$ cat src/axi_lite_pkg.sv
`default_nettype none

package axi_lite_pkg;

    // Response codes, only the two this slave ever returns
    typedef enum logic [1:0] {
        OKAY   = 2'b00,
        SLVERR = 2'b10
    } axi_resp_e;

    // Signals driven by the master
    typedef struct packed {
        // Write address channel
        logic        awvalid;
        logic [31:0] awaddr;
        // Write data channel
        logic        wvalid;
        logic [63:0] wdata;
        logic [7:0]  wstrb;
        // Write response channel
        logic        bready;
        // Read address channel
        logic        arvalid;
        logic [31:0] araddr;
        // Read data channel
        logic        rready;
    } axi_req_t;

    // Signals driven by the slave
    typedef struct packed {
        logic        awready;
        logic        wready;
        logic        bvalid;
        axi_resp_e   bresp;
        logic        arready;
        logic        rvalid;
        logic [63:0] rdata;
        axi_resp_e   rresp;
    } axi_rsp_t;

endpackage

`default_nettype wire

$ cat src/qspi_pkg.sv
`default_nettype none

package qspi_pkg;

    // Flash opcodes
    typedef enum logic [7:0] {
        READ_QUAD_OUT = 8'h6B
    } qspi_cmd_e;

    // Sequencer phases
    typedef enum logic [2:0] {
        IDLE,
        CMD,
        ADDR,
        DUMMY,
        DATA
    } seq_state_e;

    // What the shifter does with the IO lanes
    typedef enum logic [1:0] {
        NONE,
        SINGLE_OUT,
        QUAD_IN
    } lane_mode_e;

    // Flash pins, cs is active low
    typedef struct packed {
        logic       cs;
        logic       sclk;
        logic [3:0] io_out;
        logic [3:0] io_oe;
    } qspi_pins_t;

    // Sequencer order to the shifter
    typedef struct packed {
        logic        load;
        logic [31:0] load_word;   // left-aligned command or address
        lane_mode_e  mode;
        logic        shift;       // falling SCLK edge
        logic        sample;      // rising SCLK edge
    } qspi_ctl_t;

endpackage

`default_nettype wire

$ cat src/axi_flash_slave.sv
`timescale 1ns/1ps
`default_nettype none

module axi_flash_slave
    import axi_lite_pkg::*;
#(
    parameter int FLASH_ADDR_BITS = 24
) (
    input  logic                       bus,
    input  logic                       rst,
    input  axi_req_t                   req,
    output axi_rsp_t                   rsp,
    output logic                       start_read,
    output logic [FLASH_ADDR_BITS-1:0] read_addr,
    output logic                       keep_reading,
    input  logic                       byte_valid,
    input  logic [7:0]                 data_byte
);

    localparam int BEAT_BYTES = 8;
    localparam int CNT_BITS   = $clog2(BEAT_BYTES + 1);

    logic                arready_q;
    logic                rvalid_q;
    logic                wr_ack_q;
    logic                bvalid_q;
    logic [CNT_BITS-1:0] byte_cnt;
    logic [63:0]         rdata_q;
    logic                ar_hs;
    logic                r_hs;
    logic                w_hs;

    assign ar_hs = arready_q && req.arvalid;
    assign r_hs  = rvalid_q && req.rready;
    assign w_hs  = wr_ack_q && req.awvalid && req.wvalid;

    // Flash access starts on the AR handshake itself
    assign start_read   = ar_hs;
    assign read_addr    = req.araddr[FLASH_ADDR_BITS-1:0];
    assign keep_reading = |byte_cnt;

    // Bytes still expected from the flash
    always_ff @(posedge bus) begin
        if (rst) begin
            byte_cnt <= '0;
        end else if (ar_hs) begin
            byte_cnt <= CNT_BITS'(BEAT_BYTES);
        end else if (byte_valid) begin
            byte_cnt <= byte_cnt - 1'b1;
        end
    end

    // Lowest address ends up in the low byte after eight shifts
    always_ff @(posedge bus) begin
        if (byte_valid) begin
            rdata_q <= {data_byte, rdata_q[63:8]};
        end
    end

    // One read in flight, arready returns after the R handshake
    always_ff @(posedge bus) begin
        if (rst) begin
            arready_q <= 1'b1;
        end else if (ar_hs) begin
            arready_q <= 1'b0;
        end else if (r_hs) begin
            arready_q <= 1'b1;
        end
    end

    always_ff @(posedge bus) begin
        if (rst) begin
            rvalid_q <= 1'b0;
        end else if (r_hs) begin
            rvalid_q <= 1'b0;
        end else if (byte_valid && byte_cnt == CNT_BITS'(1)) begin
            rvalid_q <= 1'b1;
        end
    end

    // Writes are not supported
    always_ff @(posedge bus) begin
        if (rst) begin
            wr_ack_q <= 1'b0;
            bvalid_q <= 1'b0;
        end else begin
            wr_ack_q <= req.awvalid && req.wvalid && !wr_ack_q && !bvalid_q;
            if (bvalid_q && req.bready) begin
                bvalid_q <= 1'b0;
            end else if (w_hs) begin
                bvalid_q <= 1'b1;
            end
        end
    end

    always_comb begin
        rsp.awready = wr_ack_q;
        rsp.wready  = wr_ack_q;
        rsp.bvalid  = bvalid_q;
        rsp.bresp   = SLVERR;
        rsp.arready = arready_q;
        rsp.rvalid  = rvalid_q;
        rsp.rdata   = rdata_q;
        rsp.rresp   = OKAY;
    end

    // Read data held under back-pressure
    r_hold_a: assert property (@(posedge bus) disable iff (rst)
        rvalid_q && !req.rready |=> rvalid_q && $stable(rdata_q));

    // The flash must not deliver into a beat still waiting for rready
    no_overrun_a: assert property (@(posedge bus) disable iff (rst)
        rvalid_q |-> !byte_valid);

    start_addr_known_a: assert property (@(posedge bus) disable iff (rst)
        start_read |-> !$isunknown(read_addr));

endmodule

`default_nettype wire

$ cat src/flash_xip_top.sv
`timescale 1ns/1ps
`default_nettype none

module flash_xip_top
    import axi_lite_pkg::*;
    import qspi_pkg::*;
#(
    parameter int FLASH_ADDR_BITS = 24,
    parameter int DUMMY_CYCLES    = 8
) (
    input  logic       bus,
    input  logic       rst,
    input  axi_req_t   req,
    output axi_rsp_t   rsp,
    output qspi_pins_t pins,
    input  logic [3:0] io_in
);

    logic                       start_read;
    logic [FLASH_ADDR_BITS-1:0] read_addr;
    logic                       keep_reading;
    logic                       byte_valid;
    logic [7:0]                 data_byte;
    logic                       cnt_load;
    logic [7:0]                 cnt_value;
    logic                       phase_done;
    qspi_ctl_t                  ctl;
    logic                       cs;
    logic                       sclk;
    logic [3:0]                 io_out;
    logic [3:0]                 io_oe;

    axi_flash_slave #(
        .FLASH_ADDR_BITS(FLASH_ADDR_BITS)
    ) slave_i (
        .bus          (bus),
        .rst          (rst),
        .req          (req),
        .rsp          (rsp),
        .start_read   (start_read),
        .read_addr    (read_addr),
        .keep_reading (keep_reading),
        .byte_valid   (byte_valid),
        .data_byte    (data_byte)
    );

    qspi_sequencer #(
        .FLASH_ADDR_BITS(FLASH_ADDR_BITS),
        .DUMMY_CYCLES   (DUMMY_CYCLES)
    ) sequencer_i (
        .bus          (bus),
        .rst          (rst),
        .start_read   (start_read),
        .read_addr    (read_addr),
        .keep_reading (keep_reading),
        .phase_done   (phase_done),
        .cnt_load     (cnt_load),
        .cnt_value    (cnt_value),
        .ctl          (ctl),
        .cs           (cs),
        .sclk         (sclk)
    );

    // One counter times every phase, ticking on rising SCLK
    qspi_cycle_counter counter_i (
        .bus        (bus),
        .rst        (rst),
        .load       (cnt_load),
        .value      (cnt_value),
        .tick       (ctl.sample),
        .phase_done (phase_done)
    );

    qspi_shifter shifter_i (
        .bus        (bus),
        .rst        (rst),
        .ctl        (ctl),
        .io_in      (io_in),
        .io_out     (io_out),
        .io_oe      (io_oe),
        .byte_valid (byte_valid),
        .data_byte  (data_byte)
    );

    always_comb begin
        pins.cs     = cs;
        pins.sclk   = sclk;
        pins.io_out = io_out;
        pins.io_oe  = io_oe;
    end

endmodule

`default_nettype wire

$ cat src/qspi_cycle_counter.sv
`timescale 1ns/1ps
`default_nettype none

module qspi_cycle_counter (
    input  logic       bus,
    input  logic       rst,
    input  logic       load,
    input  logic [7:0] value,
    input  logic       tick,
    output logic       phase_done
);

    logic [7:0] count;

    // Last SCLK period of the phase
    assign phase_done = tick && (count == 8'd1);

    // A load on the final tick starts the next phase without a gap
    always_ff @(posedge bus) begin
        if (rst) begin
            count <= 8'd0;
        end else if (load) begin
            count <= value;
        end else if (tick) begin
            count <= count - 8'd1;
        end
    end

    // Sequencer must stop sampling once a phase has run out
    no_underflow_a: assert property (@(posedge bus) disable iff (rst)
        tick |-> count != 8'd0);

endmodule

`default_nettype wire

$ cat src/qspi_sequencer.sv
`timescale 1ns/1ps
`default_nettype none

module qspi_sequencer
    import qspi_pkg::*;
#(
    parameter int FLASH_ADDR_BITS = 24,
    parameter int DUMMY_CYCLES    = 8
) (
    input  logic                       bus,
    input  logic                       rst,
    input  logic                       start_read,
    input  logic [FLASH_ADDR_BITS-1:0] read_addr,
    input  logic                       keep_reading,
    input  logic                       phase_done,
    output logic                       cnt_load,
    output logic [7:0]                 cnt_value,
    output qspi_ctl_t                  ctl,
    output logic                       cs,
    output logic                       sclk
);

    localparam int CMD_BITS     = 8;
    localparam int DATA_NIBBLES = 16;

    seq_state_e                 state;
    logic [FLASH_ADDR_BITS-1:0] addr_q;
    logic                       phase_edge;
    logic                       running;
    logic                       load_addr;
    logic [31:0]                addr_word;

    // Address left-aligned for the MSB-first shifter
    assign addr_word = 32'(addr_q) << (32 - FLASH_ADDR_BITS);

    // SCLK stops once the last byte has been taken by the slave
    assign running   = (state != IDLE) && !(state == DATA && !keep_reading);

    // First falling edge of ADDR replaces the spent command word
    assign load_addr = (state == ADDR) && phase_edge;

    always_comb begin
        ctl.sample    = running && !sclk;
        ctl.shift     = running && sclk && !load_addr;
        ctl.load      = (state == IDLE && start_read) || load_addr;
        ctl.load_word = (state == IDLE) ? {READ_QUAD_OUT, 24'h0} : addr_word;
        case (state)
            DUMMY:   ctl.mode = NONE;
            DATA:    ctl.mode = QUAD_IN;
            default: ctl.mode = SINGLE_OUT;
        endcase
    end

    // Counter is loaded with the length of the phase about to begin
    always_comb begin
        cnt_load = (state == IDLE && start_read) || (phase_done && state != DATA);
        case (state)
            IDLE:    cnt_value = 8'(CMD_BITS);
            CMD:     cnt_value = 8'(FLASH_ADDR_BITS);
            ADDR:    cnt_value = 8'(DUMMY_CYCLES);
            DUMMY:   cnt_value = 8'(DATA_NIBBLES);
            default: cnt_value = 8'd0;
        endcase
    end

    always_ff @(posedge bus) begin
        if (state == IDLE && start_read) begin
            addr_q <= read_addr;
        end
    end

    always_ff @(posedge bus) begin
        if (rst) begin
            state      <= IDLE;
            cs         <= 1'b1;
            sclk       <= 1'b0;
            phase_edge <= 1'b0;
        end else begin
            phase_edge <= phase_done;
            sclk       <= running ? !sclk : 1'b0;
            case (state)
                IDLE: begin
                    if (start_read) begin
                        state <= CMD;
                        cs    <= 1'b0;
                    end
                end
                CMD: begin
                    if (phase_done) begin
                        state <= ADDR;
                    end
                end
                ADDR: begin
                    if (phase_done) begin
                        state <= DUMMY;
                    end
                end
                DUMMY: begin
                    if (phase_done) begin
                        state <= DATA;
                    end
                end
                DATA: begin
                    if (!keep_reading) begin
                        state <= IDLE;
                        cs    <= 1'b1;
                    end
                end
                default: begin
                    state <= IDLE;
                    cs    <= 1'b1;
                end
            endcase
        end
    end

    // Flash deselected between accesses
    cs_idle_a: assert property (@(posedge bus) disable iff (rst)
        state == IDLE |-> cs && !sclk);

endmodule

`default_nettype wire

$ cat src/qspi_shifter.sv
`timescale 1ns/1ps
`default_nettype none

module qspi_shifter
    import qspi_pkg::*;
(
    input  logic       bus,
    input  logic       rst,
    input  qspi_ctl_t  ctl,
    input  logic [3:0] io_in,
    output logic [3:0] io_out,
    output logic [3:0] io_oe,
    output logic       byte_valid,
    output logic [7:0] data_byte
);

    logic [31:0] sreg;
    lane_mode_e  mode_q;
    logic [3:0]  hi_nib;
    logic        have_hi;
    logic        take_nib;

    assign take_nib = ctl.sample && (ctl.mode == QUAD_IN);

    // Lane 0 carries serial data, wp and hold sit high on lanes 2 and 3
    always_comb begin
        if (mode_q == SINGLE_OUT) begin
            io_out = {2'b11, 1'b0, sreg[31]};
            io_oe  = 4'b1101;
        end else begin
            io_out = 4'b0000;
            io_oe  = 4'b0000;
        end
    end

    // Outgoing bits change on the falling SCLK edge
    always_ff @(posedge bus) begin
        if (ctl.load) begin
            sreg <= ctl.load_word;
        end else if (ctl.shift) begin
            sreg <= {sreg[30:0], 1'b0};
        end
    end

    always_ff @(posedge bus) begin
        if (take_nib) begin
            if (have_hi) begin
                data_byte <= {hi_nib, io_in};
            end else begin
                hi_nib <= io_in;
            end
        end
    end

    always_ff @(posedge bus) begin
        if (rst) begin
            mode_q     <= NONE;
            have_hi    <= 1'b0;
            byte_valid <= 1'b0;
        end else begin
            byte_valid <= 1'b0;
            if (ctl.load || ctl.shift) begin
                mode_q <= ctl.mode;
            end
            if (ctl.load) begin
                have_hi <= 1'b0;
            end else if (take_nib) begin
                // high nibble first
                have_hi    <= !have_hi;
                byte_valid <= have_hi;
            end
        end
    end

endmodule

`default_nettype wire

$ cat config.mk
export PLATFORM = sky130hd
export DESIGN_NAME = flash_xip_top
export DESIGN_NICKNAME = d
export VERILOG_FILES = /design/src/axi_lite_pkg.sv /design/src/qspi_pkg.sv /design/src/axi_flash_slave.sv /design/src/flash_xip_top.sv /design/src/qspi_cycle_counter.sv /design/src/qspi_sequencer.sv /design/src/qspi_shifter.sv
export SDC_FILE = /design/constraint.sdc
export NUM_CORES = 1
export LEC_CHECK = 0
export ABC_AREA = 1
export BUFFER_PORTS_ARGS = -buffer_cell sky130_fd_sc_hd__buf_2
export CORE_UTILIZATION = 45
export DETAILED_ROUTE_END_ITERATION = 10
export GPL_ROUTABILITY_DRIVEN = 0
export PLACE_DENSITY = 0.76
export RECOVER_POWER = 25
export SLEW_MARGIN = 25
export SYNTH_ARGS = -nofsm -noshare
export SYNTH_HDL_FRONTEND = slang
export SYNTH_HIERARCHICAL = 1
export SYNTH_SLANG_ARGS = --single-unit
$ cat constraint.sdc
create_clock -name bus -period 2.44 [get_ports bus]
set_input_delay 0.122 -clock bus [delete_from_list [all_inputs] [get_ports bus]]
set_output_delay 0.122 -clock bus [all_outputs]
set_load 0.1 [all_outputs]
==> results by group <==
Synthesis
  – Synth Area in Compound Gates: 2.94%
  – Area share of the largest cell type after synthesis: 60.5%
  – Mux share of post-synthesis cell area: 0%
  – Number of synthesized flops with an enable pin: 132
  – Syn_area_per_cell: 11.8 sq um
  – Largest family of logic cells by synthesized area: simple AND/OR/NAND/NOR gates
  – Synth top area cells: edfxtp_1, dfxtp_1, buf_4
  – Ys Warns: 6
  – Synth Area in Simple Gates: 15.7%
  – Area leader, netlist: edfxtp_1
  – Cell count after synthesis: 554
  – Cell area after synthesis: 0.00655 sq mm
  – Post-synth top flop: edfxtp_1
  – List of most frequent post-synthesis cells: edfxtp_1, nand2_1, buf_4
  – Yosys reg bits: 158
  – Adder-cell share of the synthesized area: 0.955%
  – Async SR Flop Fraction: 0%
  – XOR/XNOR share of the synthesized area: 0.134%
  – Library cells used by synthesis: 38
  – Register area share after synthesis: 68.4%
  – Most numerous cell in the Yosys netlist: edfxtp_1

Floorplan
  – Initial Util: 46.7%
  – # rows: 43
  – I/O pins: 230
  – Die area: 0.0150 sq mm
  – Die width: 123 microns
  – Core area: 0.0140 sq mm
  – Die Ht: 123 microns

Clock network
  – Clk_lat worst skew: 0.41 ns
  – Max Root-Sink Buffers: 2
  – CTS Buf Count: 17
  – CTS clock-pin slew for the worst setup and hold paths: 0.06 ns
  – H-tree levels: 4
  – CTS tree: built
  – Post-CTS setup buffer count: 0
  – Num Clock Sinks: 158
  – CTS root buf: clkbuf_16

Status
  – Status: complete, no violations

Cells and area
  – Area Growth Syn to Fin: 19.7%
  – Filler cell count: 1,140
  – Share of cells above drive strength 1: 27.6%
  – Antenna cells: 0
  – Final nets: 826

Power
  – Pwr dens: 1030 mW/mm^2
  – Pleak: 3.26 nW
  – Worst vdd ir: 543 uV
  – Total power: 8.07 mW

Timing
  – PnR worst setup slack: 0.124 ns
  – Clk_skew: 0.00980 ns
  – Tightest Pin Transition: 0.514 ns
  – Setup violators final: 0
  – Slew margin rel.: 66.0%
  – Final worst-path cycle share: 94.9%
  – Slew Limit Fails: 0
  – Final Hold Viols: 0
  – Final critical-path required period: 2.32 ns
  – RSZ-0062 raised after global routing: yes
  – Fmax: 0.432 GHz

Min path
  – HP Class: in -> reg
  – Hold Path Stages: 3
  – Worst hold path startpoint: req[107]
  – Hold EP: slave_i/wr_ack_q$_SDFF_PP0_

Critical path
  – R2R Setup Slk: 0.12 ns
  – CP endpoint kind: register
  – Startpoint types: register
  – Critical R2R Capture: counter_i/count[6]$_SDFFE_PP0P_
  – Worst Path Max Fanout: 10
  – CP Class: reg -> reg
  – Crit path launch: slave_i/byte_cnt[1]$_SDFFE_PP0P_
  – Worst Path Required: 2.72 ns
  – R2R depth: 15
  – WP data arrival: 2.60 ns
  – R2R Path Start: slave_i/byte_cnt[1]$_SDFFE_PP0P_

Route
  – Post-route ant nets: 0
  – Via count: 3,950
  – Routed WL per cell: 13.1 microns
  – Drt pass-1 iters: 4
  – Vias/cell: 4.56
  – Initial drt markers: 285
  – Remaining DRCs: 0
  – Routed WL: 11.3 mm

Global routing
  – First-pass GRT wire length: 17.7 mm
  – Vias in the first global route: 3,869
  – Largest net degree at the start of global routing: 65
  – Antenna violations before repair: 0
  – Global-route usage over all layers: 15.7%
  – Gr ovfl total: 0

Place
  – I/O Buffers: 111
  – Place WS: 0.122 ns
  – Placed wire-length estimate: 7.39 mm

Job
  – Max Cap Violations: 0
cell type report:
| class | instances | area [sq um] | share of cell area, % |
|---|---|---|---|
| clock buffers | 20 | 437 | 5.57 |
| well taps | 180 | 225 | 2.87 |
| repair buffers | 150 | 941 | 12.0 |
| flip-flops and latches | 158 | 4490 | 57.2 |
| multi-input cells | 284 | 1390 | 17.7 |
| inverters | 63 | 243 | 3.10 |
| clock inverters | 11 | 119 | 1.52 |
logic make-up after synthesis:
logic type	after synthesis
simple gates	226
flops	158
buf+inv	128
compound gates	32
fa+ha+maj	5
other cells	4
xor+xnor	1
stage by stage:
stage                     setup TNS (ns)  util, %  std cells  hold WS, ns  cell area, sq um
after floorplan                        0        -        570        0.184              6620
after global placement                 0     49.7        805        0.300              6980
after detailed placement               0     49.7        805        0.301              6980
after CTS                              0     55.8        866       0.0114              7840
after global routing              -0.186     55.8        866       0.0381              7840
final                                  0     55.8        866       0.0445              7840
state kept, by name (all words and copies together), names as in the netlist, 2 cells and up:
signal	cells
shifter_i/mode_q	2
shifter_i/sreg	32
slave_i/byte_cnt	4
sequencer_i/addr_q	24
counter_i/count	8
sequencer_i/state	3
slave_i/rdata_q	64
shifter_i/hi_nib	4
shifter_i/data_byte	8
timing repair:
action,in CTS,in global routing
endpoints found under the hold margin,34,0
gates resized for setup,0,4
hold buffers,30,0
setup endpoints to repair,0,7
where the power goes:
part | internal [mW] | switching [mW] | leakage, nW
combinational | 0.605 | 1.49 | 1.58
sequential | 3.34 | 0.162 | 1.42
clock | 1.49 | 0.983 | 0.265
total | 5.43 | 2.63 | 3.26
layer usage:
layer / share of wire (%) / track usage (%)
met5: 0 / 0
met4: 0.84 / 6.71
met3: 3.7 / 5.39
met2: 53 / 27.4
met1: 42 / 17.3
critical path, stage by stage, from the launching register on:
cell and delay (ns):
dfxtp_1 0.37, inv_1 0.10, ha_1 0.19, nand3_1 0.10, nand2_2 0.06, nand2_1 0.10, inv_1 0.06, nor2_2 0.10
nand4_1 0.13, nor2_2 0.14, inv_1 0.09, o22ai_2 0.21, buf_4 0.21, nor2_2 0.08, a22oi_1 0.15, a21oi_1 0.09
worst max-delay path by stage:
stage | to | slack [ns] | cells past startpoint
finish | counter_i/count[6]$_SDFFE_PP0P_ | 0.12 | 15
global route | counter_i/count[6]$_SDFFE_PP0P_ | -0.07 | 15
CTS | counter_i/count[4]$_SDFFE_PP0P_ | 0.10 | 18
detailed placement | counter_i/count[4]$_SDFFE_PP0P_ | 0.12 | 18
global placement | counter_i/count[4]$_SDFFE_PP0P_ | 0.16 | 18
floorplan | slave_i/byte_cnt[3]$_SDFFE_PP0P_ | 0.04 | 5
cells in the final DEF, fill, tap and decap left out, types with 3 or more instances in the layout:
master / n
a22oi_1: 3
ha_1: 5
nor2_4: 4
o21ai_1: 6
clkbuf_1: 9
dfxtp_1: 24
nand2_2: 13
clkinv_1: 3
nand2_1: 115
dlygate4sd3_1: 30
clkbuf_16: 17
nand4_1: 4
conb_1: 20
buf_2: 105
or2_2: 5
nor3_1: 5
inv_2: 7
a21oi_1: 11
edfxtp_1: 132
buf_4: 7
nand3_4: 3
clkinv_2: 3
o21ai_0: 4
nor2_1: 54
nor2_2: 5
nand3_1: 12
inv_1: 53
No activity file was read; power rests on OpenSTA's default activity.
